[src/source/pe_ctrl_pkg.sv]
// ======================================================================
// pe control unit shared widths, burst constants and port types
// ======================================================================
package pe_ctrl_pkg;

  localparam int DATA_W         = 32;
  localparam int PE_ROWS        = 5;
  localparam int PE_COLS        = 5;
  localparam int MAC_PIPE_DEPTH = 2;
  localparam int BURST_LEN      = 4;
  localparam int PSUM_BURSTS    = 2;
  localparam int OUT_BURSTS     = 2;
  localparam int BURST_BYTES    = 16;
  localparam int FIFO_DEPTH     = 16;

  typedef logic [DATA_W-1:0] word_t;
  typedef logic [3:0]        dim_t;
  typedef logic [3:0]        row_sel_t;
  typedef logic [2:0]        psum_sel_t;
  typedef logic [7:0]        count_t;

  // parameter word fields in register map order
  typedef struct packed {
    logic       valid;
    logic       start;
    logic [13:0] rsvd_hi;
    dim_t       tile;
    logic [3:0] rsvd_lo;
    dim_t       s;
    dim_t       r;
  } acc_params_t;

  typedef struct packed {
    logic clear_psum;
    logic buffer_psums;
    logic clear_output;
  } mem_ctrl_t;

  typedef struct packed {
    logic  init;
    word_t addr;
  } mem_cmd_t;

  typedef struct packed {
    logic  valid;
    word_t data;
  } rd_beat_t;

  // progress flags in the low half and error flags in the high half
  typedef struct packed {
    logic [13:0] rsvd_hi;
    logic        psum_buffer_error;
    logic        output_write_error;
    logic [11:0] rsvd_lo;
    logic        psums_buffered;
    logic        output_written;
    logic        output_buffering;
    logic        busy;
  } pe_status_t;

  typedef enum logic [1:0] {rd_idle, rd_issue, rd_wait, rd_done} rd_state_t;
  typedef enum logic [1:0] {wr_wait_out, wr_issue, wr_wait, wr_next} wr_state_t;

endpackage

[src/source/burst_reader.sv]
// ======================================================================
// psum read burst FSM, steers read beats into the psum FIFO
// ======================================================================
`timescale 1ns/1ps
module burst_reader import pe_ctrl_pkg::*; (
  input  logic     CLK,
  input  logic     resetn_all,
  input  logic     buffer_psums,
  input  word_t    psum_base,
  output mem_cmd_t rd_cmd,
  input  rd_beat_t rd_beat,
  input  logic     txn_done,
  input  logic     axi_error,
  input  logic     fifo_full,
  output logic     fifo_wr,
  output word_t    fifo_wr_data,
  output logic     psums_buffered,
  output logic     psum_buffer_error
);
  localparam int CNT_W = $clog2(PSUM_BURSTS) + 1;

  rd_state_t        state;
  logic             buffer_q;
  logic             start_pulse;
  logic             last_burst;
  logic [CNT_W-1:0] burst_cnt;
  word_t            addr_off;

  assign start_pulse = buffer_psums & ~buffer_q;
  assign last_burst  = (burst_cnt == CNT_W'(PSUM_BURSTS - 1));

  // beats only belong to us while a read burst is open
  assign fifo_wr      = (state == rd_wait) && rd_beat.valid;
  assign fifo_wr_data = rd_beat.data;

  always_ff @(posedge CLK) begin
    if (!resetn_all) begin
      state             <= rd_idle;
      buffer_q          <= 1'b0;
      burst_cnt         <= '0;
      addr_off          <= '0;
      rd_cmd            <= '0;
      psums_buffered    <= 1'b0;
      psum_buffer_error <= 1'b0;
    end else begin
      buffer_q    <= buffer_psums;
      rd_cmd.init <= 1'b0;
      case (state)
        rd_idle: begin
          if (start_pulse) begin
            state             <= rd_issue;
            burst_cnt         <= '0;
            addr_off          <= '0;
            psums_buffered    <= 1'b0;
            psum_buffer_error <= 1'b0;
          end
        end
        rd_issue: begin
          rd_cmd.init <= 1'b1;
          rd_cmd.addr <= psum_base + addr_off;
          addr_off    <= addr_off + word_t'(BURST_BYTES);
          state       <= rd_wait;
        end
        rd_wait: begin
          // overflow drops the word and flags it
          if (fifo_wr && fifo_full) begin
            psum_buffer_error <= 1'b1;
          end
          if (txn_done) begin
            state <= rd_done;
            if (last_burst) begin
              psums_buffered <= 1'b1;
            end
          end
        end
        rd_done: begin
          // bus error shows up the cycle after done
          if (axi_error) begin
            psum_buffer_error <= 1'b1;
          end
          burst_cnt <= burst_cnt + 1'b1;
          state     <= last_burst ? rd_idle : rd_issue;
        end
        default: state <= rd_idle;
      endcase
    end
  end

endmodule

[src/source/burst_writer.sv]
// ======================================================================
// output write burst FSM, drains the output FIFO into memory
// ======================================================================
`timescale 1ns/1ps
module burst_writer import pe_ctrl_pkg::*; (
  input  logic     CLK,
  input  logic     resetn_all,
  input  logic     output_buffering,
  input  word_t    output_base,
  output mem_cmd_t wr_cmd,
  input  logic     wr_accept,
  input  logic     txn_done,
  input  logic     axi_error,
  output logic     fifo_rd,
  output logic     output_written,
  output logic     output_write_error
);
  localparam int CNT_W = $clog2(OUT_BURSTS) + 1;

  wr_state_t        state;
  logic [CNT_W-1:0] burst_cnt;
  word_t            addr_off;

  // head of the FIFO leaves on every accepted beat
  assign fifo_rd = (state == wr_wait) && wr_accept;

  always_ff @(posedge CLK) begin
    if (!resetn_all) begin
      state              <= wr_wait_out;
      burst_cnt          <= '0;
      addr_off           <= '0;
      wr_cmd             <= '0;
      output_written     <= 1'b0;
      output_write_error <= 1'b0;
    end else begin
      wr_cmd.init <= 1'b0;
      case (state)
        wr_wait_out: begin
          burst_cnt <= '0;
          addr_off  <= '0;
          if (output_buffering) begin
            output_written     <= 1'b0;
            output_write_error <= 1'b0;
            state              <= wr_issue;
          end
        end
        wr_issue: begin
          // hold off until the whole run is in the FIFO
          if (!output_buffering) begin
            wr_cmd.init <= 1'b1;
            wr_cmd.addr <= output_base + addr_off;
            addr_off    <= addr_off + word_t'(BURST_BYTES);
            burst_cnt   <= burst_cnt + 1'b1;
            state       <= wr_wait;
          end
        end
        wr_wait: begin
          if (txn_done) begin
            state <= wr_next;
          end
        end
        wr_next: begin
          if (axi_error) begin
            output_write_error <= 1'b1;
          end
          if (burst_cnt != CNT_W'(OUT_BURSTS)) begin
            state <= wr_issue;
          end else begin
            output_written <= 1'b1;
            state          <= wr_wait_out;
          end
        end
        default: state <= wr_wait_out;
      endcase
    end
  end

endmodule

[src/source/mac_sequencer.sv]
// ======================================================================
// MAC array sequencer: mux controls, run counters, stalls and
// output buffering window
// ======================================================================
`timescale 1ns/1ps
module mac_sequencer import pe_ctrl_pkg::*; (
  input  logic              CLK,
  input  logic              resetn_all,
  input  acc_params_t       params,
  input  logic              act_valid,
  output logic              stall_ctrl,
  output logic              psum_rd,
  output logic              out_fifo_wr,
  output logic              busy,
  output logic              output_buffering,
  output logic [0:PE_COLS-1] add_mux_ctrl [PE_ROWS],
  output row_sel_t          row_out_mux_ctrl [PE_ROWS],
  output psum_sel_t         psum_out_mux_ctrl
);
  localparam int PIPE_W = $clog2(MAC_PIPE_DEPTH) + 1;

  logic              start_q;
  logic              start_pulse;
  logic              running;
  logic [PIPE_W-1:0] pipe_cnt;
  dim_t              col_cnt;
  dim_t              row_cnt;
  count_t            out_cnt;
  count_t            out_limit;

  assign start_pulse = params.start & ~start_q;
  assign out_limit   = count_t'(params.tile) * count_t'(params.r);

  // no stalls outside the compute phase
  assign stall_ctrl  = running & ~act_valid;
  assign psum_rd     = running & act_valid;
  assign out_fifo_wr = output_buffering;
  assign busy        = running | output_buffering;

  // mux controls load on a valid parameter word
  always_ff @(posedge CLK) begin
    if (!resetn_all) begin
      for (int r = 0; r < PE_ROWS; r++) begin
        add_mux_ctrl[r]     <= '0;
        row_out_mux_ctrl[r] <= '0;
      end
      psum_out_mux_ctrl <= '0;
    end else if (params.valid) begin
      for (int r = 0; r < PE_ROWS; r++) begin
        for (int c = 0; c < PE_COLS; c++) begin
          add_mux_ctrl[r][c] <= (r < int'(params.r)) && (c < int'(params.s));
        end
        row_out_mux_ctrl[r] <= row_sel_t'(params.tile - 4'd1);
      end
      psum_out_mux_ctrl <= psum_sel_t'(params.r - 4'd1);
    end
  end

  always_ff @(posedge CLK) begin
    if (!resetn_all) begin
      start_q          <= 1'b0;
      running          <= 1'b0;
      output_buffering <= 1'b0;
      pipe_cnt         <= '0;
      col_cnt          <= '0;
      row_cnt          <= '0;
      out_cnt          <= '0;
    end else begin
      start_q <= params.start;
      if (!running && !output_buffering) begin
        if (start_pulse) begin
          running  <= 1'b1;
          pipe_cnt <= '0;
          col_cnt  <= '0;
          row_cnt  <= '0;
        end
      end else if (running) begin
        // counters hold while activations are invalid
        if (act_valid) begin
          if (pipe_cnt != PIPE_W'(MAC_PIPE_DEPTH)) begin
            pipe_cnt <= pipe_cnt + 1'b1;
          end else if (col_cnt != params.tile - 4'd1) begin
            col_cnt <= col_cnt + 1'b1;
          end else begin
            col_cnt <= '0;
            if (row_cnt != params.r) begin
              row_cnt <= row_cnt + 1'b1;
            end else begin
              row_cnt          <= '0;
              running          <= 1'b0;
              output_buffering <= (out_limit != '0);
              out_cnt          <= '0;
            end
          end
        end
      end else begin
        // tile x R output words at one per cycle
        if (out_cnt == out_limit - 8'd1) begin
          output_buffering <= 1'b0;
        end else begin
          out_cnt <= out_cnt + 1'b1;
        end
      end
    end
  end

endmodule

[src/source/pe_control_unit.sv]
// ======================================================================
// PE control unit top: psum read, MAC sequencing, output write-back
// and the status register
// ======================================================================
`timescale 1ns/1ps
module pe_control_unit import pe_ctrl_pkg::*; (
  input  logic              CLK,
  input  logic              resetn_all,
  input  acc_params_t       params,
  input  word_t             psum_base,
  input  word_t             output_base,
  input  mem_ctrl_t         mem_ctrl,
  output pe_status_t        pe_status,
  input  logic              act_valid,
  output logic              stall_ctrl,
  output logic [0:PE_COLS-1] add_mux_ctrl [PE_ROWS],
  output row_sel_t          row_out_mux_ctrl [PE_ROWS],
  output psum_sel_t         psum_out_mux_ctrl,
  output word_t             in_psum_out,
  input  word_t             out_psum_in,
  output mem_cmd_t          rd_cmd,
  input  rd_beat_t          rd_beat,
  output mem_cmd_t          wr_cmd,
  output word_t             wr_data,
  input  logic              wr_accept,
  input  logic              txn_done,
  input  logic              axi_error
);
  logic       clear_out_q;
  logic       clear_psum_q;
  logic       clear_out_pulse;
  logic       clear_psum_pulse;
  logic       psum_wr;
  word_t      psum_wr_data;
  logic       psum_full;
  logic       psum_rd;
  logic       out_wr;
  logic       out_full;
  logic       out_rd;
  logic       busy;
  logic       output_buffering;
  logic       psums_buffered;
  logic       psum_buffer_error;
  logic       output_written;
  logic       wr_error;
  logic       out_ovf;
  pe_status_t status_d;

  assign clear_out_pulse  = mem_ctrl.clear_output & ~clear_out_q;
  assign clear_psum_pulse = mem_ctrl.clear_psum & ~clear_psum_q;

  always_ff @(posedge CLK) begin
    if (!resetn_all) begin
      clear_out_q  <= 1'b0;
      clear_psum_q <= 1'b0;
      out_ovf      <= 1'b0;
    end else begin
      clear_out_q  <= mem_ctrl.clear_output;
      clear_psum_q <= mem_ctrl.clear_psum;
      // sticky until the output buffer is cleared
      if (clear_out_pulse) begin
        out_ovf <= 1'b0;
      end else if (out_wr && out_full) begin
        out_ovf <= 1'b1;
      end
    end
  end

  burst_reader u_reader (
    .CLK               (CLK),
    .resetn_all        (resetn_all),
    .buffer_psums      (mem_ctrl.buffer_psums),
    .psum_base         (psum_base),
    .rd_cmd            (rd_cmd),
    .rd_beat           (rd_beat),
    .txn_done          (txn_done),
    .axi_error         (axi_error),
    .fifo_full         (psum_full),
    .fifo_wr           (psum_wr),
    .fifo_wr_data      (psum_wr_data),
    .psums_buffered    (psums_buffered),
    .psum_buffer_error (psum_buffer_error)
  );

  mac_sequencer u_sequencer (
    .CLK               (CLK),
    .resetn_all        (resetn_all),
    .params            (params),
    .act_valid         (act_valid),
    .stall_ctrl        (stall_ctrl),
    .psum_rd           (psum_rd),
    .out_fifo_wr       (out_wr),
    .busy              (busy),
    .output_buffering  (output_buffering),
    .add_mux_ctrl      (add_mux_ctrl),
    .row_out_mux_ctrl  (row_out_mux_ctrl),
    .psum_out_mux_ctrl (psum_out_mux_ctrl)
  );

  burst_writer u_writer (
    .CLK                (CLK),
    .resetn_all         (resetn_all),
    .output_buffering   (output_buffering),
    .output_base        (output_base),
    .wr_cmd             (wr_cmd),
    .wr_accept          (wr_accept),
    .txn_done           (txn_done),
    .axi_error          (axi_error),
    .fifo_rd            (out_rd),
    .output_written     (output_written),
    .output_write_error (wr_error)
  );

  // psums from memory toward the array
  sync_fifo #(.DEPTH(FIFO_DEPTH)) psum_fifo (
    .CLK        (CLK),
    .resetn_all (resetn_all),
    .clear      (clear_psum_pulse),
    .wr         (psum_wr),
    .wr_data    (psum_wr_data),
    .rd         (psum_rd),
    .rd_data    (in_psum_out),
    .empty      (),
    .full       (psum_full)
  );

  // array outputs toward memory
  sync_fifo #(.DEPTH(FIFO_DEPTH)) out_fifo (
    .CLK        (CLK),
    .resetn_all (resetn_all),
    .clear      (clear_out_pulse),
    .wr         (out_wr),
    .wr_data    (out_psum_in),
    .rd         (out_rd),
    .rd_data    (wr_data),
    .empty      (),
    .full       (out_full)
  );

  always_comb begin
    status_d                    = '0;
    status_d.busy               = busy;
    status_d.output_buffering   = output_buffering;
    status_d.output_written     = output_written;
    status_d.psums_buffered     = psums_buffered;
    status_d.output_write_error = wr_error | out_ovf;
    status_d.psum_buffer_error  = psum_buffer_error;
  end

  always_ff @(posedge CLK) begin
    if (!resetn_all) begin
      pe_status <= '0;
    end else begin
      pe_status <= status_d;
    end
  end

endmodule

[src/source/sync_fifo.sv]
// ======================================================================
// synchronous FIFO with show-ahead head and single-cycle clear
// ======================================================================
`timescale 1ns/1ps
module sync_fifo import pe_ctrl_pkg::*; #(
  parameter int DEPTH = FIFO_DEPTH
) (
  input  logic  CLK,
  input  logic  resetn_all,
  input  logic  clear,
  input  logic  wr,
  input  word_t wr_data,
  input  logic  rd,
  output word_t rd_data,
  output logic  empty,
  output logic  full
);
  localparam int AW = $clog2(DEPTH);

  word_t         mem [DEPTH];
  logic [AW-1:0] wr_ptr;
  logic [AW-1:0] rd_ptr;
  logic [AW:0]   count;
  logic          wr_ok;
  logic          rd_ok;

  // writes into a full buffer are dropped
  assign wr_ok   = wr & ~full;
  assign rd_ok   = rd & ~empty;
  assign empty   = (count == '0);
  assign full    = (count == (AW+1)'(DEPTH));
  assign rd_data = mem[rd_ptr];

  always_ff @(posedge CLK) begin
    if (wr_ok) begin
      mem[wr_ptr] <= wr_data;
    end
  end

  always_ff @(posedge CLK) begin
    if (!resetn_all || clear) begin
      wr_ptr <= '0;
      rd_ptr <= '0;
      count  <= '0;
    end else begin
      if (wr_ok) begin
        wr_ptr <= wr_ptr + 1'b1;
      end
      if (rd_ok) begin
        rd_ptr <= rd_ptr + 1'b1;
      end
      count <= count + (AW+1)'(wr_ok) - (AW+1)'(rd_ok);
    end
  end

endmodule

[config.mk]
export PLATFORM = sky130hd
export DESIGN_NAME = pe_control_unit
export DESIGN_NICKNAME = d
export VERILOG_FILES = /design/src/source/pe_ctrl_pkg.sv /design/src/source/burst_reader.sv /design/src/source/burst_writer.sv /design/src/source/mac_sequencer.sv /design/src/source/pe_control_unit.sv /design/src/source/sync_fifo.sv
export SDC_FILE = /design/constraint.sdc
export NUM_CORES = 1
export LEC_CHECK = 0
export BUFFER_PORTS_ARGS = -buffer_cell sky130_fd_sc_hd__buf_4
export CAP_MARGIN = 5
export CORE_ASPECT_RATIO = 1.4
export CORE_MARGIN = 2
export CORE_UTILIZATION = 50
export CTS_CLUSTER_SIZE = 40
export DETAILED_ROUTE_END_ITERATION = 8
export PLACE_DENSITY = 0.82
export SLEW_MARGIN = 10
export SYNTH_ARGS = -nofsm -noshare
export SYNTH_HDL_FRONTEND = slang
export SYNTH_SLANG_ARGS = --single-unit
export TNS_END_PERCENT = 10
[constraint.sdc]
create_clock -name CLK -period 4.6 [get_ports CLK]
set_input_delay 1.15 -clock CLK [delete_from_list [all_inputs] [get_ports CLK]]
set_output_delay 1.15 -clock CLK [all_outputs]
set_load 0.01 [all_outputs]
==> reports/qor.log <==
INFO  clocking       h-tree-depth=3
INFO  synth          avgSynthCellArea=17.17um2
INFO  timing         timing.final.max_slew_violations=0
INFO  grt            grt_first_pass_wirelength=194.3mm
INFO  pwr            peakVddDrop=483.5uV
INFO  die            die_height=382.4um
INFO  synth          synth.yosys.warnings=0
INFO  worst_setup_path critPathArrivalTime=3.06ns
INFO  worst_setup_path crit_type=reg2out
INFO  clocking       root_buffer=clkbuf_16
INFO  clocking       cts_tree=yes
INFO  die            core_area=101200um2
INFO  pwr            total_leakage_power=19.95nW
INFO  timing         skew=0.06717ns
INFO  die            ios=381
INFO  synth          synth-edff-count=1024
INFO  synth          post_synth_inst_count=2978
INFO  finish         finish.utilization=58.82%
INFO  die            die-area=104900um2
INFO  drt            drcViolationCount=0
INFO  finish         number_of_inserted_filler_cells_in_the_final_layout=7131
INFO  grt            grt_pass1_vias=29.80k
INFO  die            die_width=274.3um
INFO  clocking       cts_hold_buffers_added=0
INFO  timing         finalCriticalPeriod=4.209ns
INFO  die            start_util=50.54%
INFO  drt            drt_pass1_iterations=5
INFO  timing         rsz_0062_raised_after_global_routing=no
INFO  finish         flow.area_growth_from_synthesis=16.38%
INFO  drt            route.antenna.remaining_nets=0
INFO  worst_setup_path endpoint_kind=primary output
INFO  finish         drive_gt1_share=28.03%
INFO  clocking       cts_setup_buffers=0
INFO  timing         setup_viol=0
INFO  timing         hold_slack=0.4519ns
INFO  finish         finalNetCount=3649
INFO  drt            initial_drc_count=3197
INFO  place          dpl.hpwl=75.53mm
INFO  drt            post_drt_via_cell_ratio=6.097
INFO  synth          dominantRegCellSynth=edfxtp_1
INFO  clocking       cts_sinks=1255
INFO  place          place.gp.congestion=0.8276
INFO  grt            largest_net_degree_at_the_start_of_global_routing=69
INFO  timing         post-route-period-util=91.50%
INFO  grt            groute.usage.overall=25.39%
INFO  synth          ys_seq_area_share=69.17%
INFO  die            placementRows=138
INFO  timing         fmax=0.2376GHz
INFO  clocking       cts.path.max_buffers=3
INFO  timing         slew-limit-headroom=20.65%
INFO  grt            global_route.overflow_total=0
INFO  synth          ys_ff_latch=1255
INFO  run            max_cap_violations=0
INFO  drt            vias=29.26k
INFO  clocking       cts_buffers=111
INFO  pwr            power.density_cell_area=398.3nW/um2
INFO  timing         final-hold-violation-count=0
INFO  status         status=finished clean
INFO  drt            routed_wire_length=133.3mm
INFO  timing         timing_worst_slew_pin_value=1.182ns
INFO  clocking       clkSlewWorstSetupHoldPaths=0.06ns
INFO  hold_path      holdCritPathClass=reg2reg
INFO  place          placedInstanceArea=55790um2
INFO  clocking       post_cts_resized=0
INFO  clocking       clk_latency=0.73ns
INFO  place          io_buffer_count=336
INFO  synth          netlist_area=51140um2
INFO  drt            routed_wirelength_normalized_by_instance_count=27.77um
INFO  grt            grt_antenna_before_repair=25
INFO  worst_setup_path worstSetupStartpointType=flip-flop
INFO  worst_setup_path critical_path_required=3.45ns
INFO  synth          synthDistinctLibCells=72
INFO  synth          async_reset_ff_share=0%
INFO  worst_setup_path cp_max_fanout=19
INFO  finish         postLayoutCellArea=59510um2
-- placed cells by master, fill, tap and decap left out, types with 17 or more instances in the layout --
master / count
edfxtp_1: 1024
buf_4: 391
mux4_2: 320
dfxtp_1: 223
nor2_1: 194
nand2_1: 148
a21oi_1: 123
clkbuf_16: 112
ha_1: 107
xor2_1: 71
inv_1: 69
nand3_1: 66
xnor2_1: 54
o21ai_0: 52
a21o_1: 26
conb_1: 26
nor3_1: 25
nand4_1: 25
clkbuf_1: 25
nor2_4: 24
mux2i_1: 24
buf_12: 24
clkinv_1: 21
a211oi_1: 17
and3_1: 17
clkinv_2: 17
-- routing by layer --
metal  GRT usage, %  share of wire [%]  up-vias
met5              0               0.16        -
met4          11.02                4.4       36
met3          8.193                 11      414
met2          43.53                 51     1716
met1          29.02                 34    14718
li1               -                  -    12374
-- logic make-up (layout without fill, tap and decap cells) --
kind of cell / after synthesis / count (layout) / synth area share, %
other cells: 1 / 35 / 0.007333
compound gates: 296 / 296 / 3.597
buf+inv: 238 / 695 / 2.070
mux: 353 / 353 / 14.76
xor+xnor: 126 / 126 / 2.185
fa+ha+maj: 114 / 114 / 2.877
simple gates: 595 / 595 / 5.331
flops: 1255 / 1255 / 69.17
-- cell usage after synthesis (6+ instances only) --
cell / instances / area share [%]
nor2b_1: 14 / 0.17
mux2_2: 9 / 0.20
mux4_2: 320 / 14
inv_1: 70 / 0.51
o21ai_0: 53 / 0.52
dfxtp_1: 231 / 9.0
nor3_1: 33 / 0.32
a211oi_1: 17 / 0.25
and4_1: 9 / 0.15
clkbuf_1: 87 / 0.64
and3_1: 17 / 0.21
ha_1: 108 / 2.6
edfxtp_1: 1024 / 60
nand4_1: 25 / 0.31
a21oi_1: 123 / 1.2
nand3b_1: 6 / 0.088
xor2_1: 71 / 1.2
and2_1: 16 / 0.20
fa_1: 6 / 0.23
mux2i_1: 24 / 0.47
nand2b_1: 14 / 0.17
nor2_1: 218 / 1.6
buf_4: 43 / 0.63
buf_1: 33 / 0.24
o21a_1: 7 / 0.10
or3_1: 16 / 0.20
a21o_1: 26 / 0.38
nand3_1: 66 / 0.65
xnor2_1: 54 / 0.92
nand2_1: 149 / 1.1
-- where the power goes --
part / total (mW) / switching (mW) / internal [mW] / leakage (nW)
sequential: 12.5 / 0.114 / 12.4 / 11.1
clock: 9.50 / 4.29 / 5.21 / 1.79
combinational: 1.66 / 0.991 / 0.665 / 7.08
total: 23.7 / 5.40 / 18.3 / 19.9
-- registers in the layout, summed over array words and instances (netlist names), 5 cells and up, named ones only --
| signal | count |
|---|---|
| u_sequencer.out_cnt | 8 |
| u_reader.addr_off | 28 |
| psum_fifo.count | 5 |
| out_fifo.count | 5 |
| pe_status | 6 |
| u_writer.wr_cmd | 33 |
| u_writer.addr_off | 28 |
| u_sequencer.add_mux_ctrl | 25 |
| psum_fifo.mem | 512 |
| u_reader.rd_cmd | 33 |
| out_fifo.mem | 512 |
-- stage by stage --
| stage | total power, mW | TNS [ns] | setup WS, ns | std cells |
|---|---|---|---|---|
| after floorplan | 13.61 | 0 | 0.006955 | 3003 |
| after global placement | 14.33 | -0.2260 | -0.06254 | 4582 |
| after detailed placement | 14.38 | -0.5964 | -0.1202 | 4582 |
| after CTS | 23.83 | 0 | 0.3110 | 4790 |
| after global routing | 24.35 | 0 | 0.2615 | 4794 |
| final | 23.70 | 0 | 0.3909 | 4799 |
-- final timing paths --
path                                    start                                  to  slack, ns  cells after the start
max                                 flip-flop                         wr_data[26]       0.39                      4
min          u_writer.wr_cmd[17]$_SDFFE_PN0P_    u_writer.wr_cmd[17]$_SDFFE_PN0P_       0.45                      2
max reg2reg    u_reader.state[1]$_SDFFE_PN0P_  u_reader.addr_off[31]$_SDFFE_PN0P_       1.18                     10
min reg2reg  u_writer.wr_cmd[17]$_SDFFE_PN0P_    u_writer.wr_cmd[17]$_SDFFE_PN0P_       0.45                      2
-- worst max-delay path, cell delays in order, from the launching register on --
cell	delay [ns]
dfxtp_4	0.62
buf_4	0.46
mux4_2	0.61
mux4_2	0.51
buf_4	0.17
-- layout make-up --
type | instances | area [um2] | area share [%]
Tap cell | 1330 | 1664 | 2.796
Inverter | 72 | 272.8 | 0.4583
Sequential cell | 1255 | 35390 | 59.47
Antenna cell | 9 | 22.52 | 0.03784
Timing Repair Buffer | 415 | 3416 | 5.739
Clock buffer | 141 | 2952 | 4.959
Clock inverter | 67 | 752.0 | 1.264
Multi-Input combinational cell | 1510 | 15040 | 25.27
(Power assumes the default switching activity.)
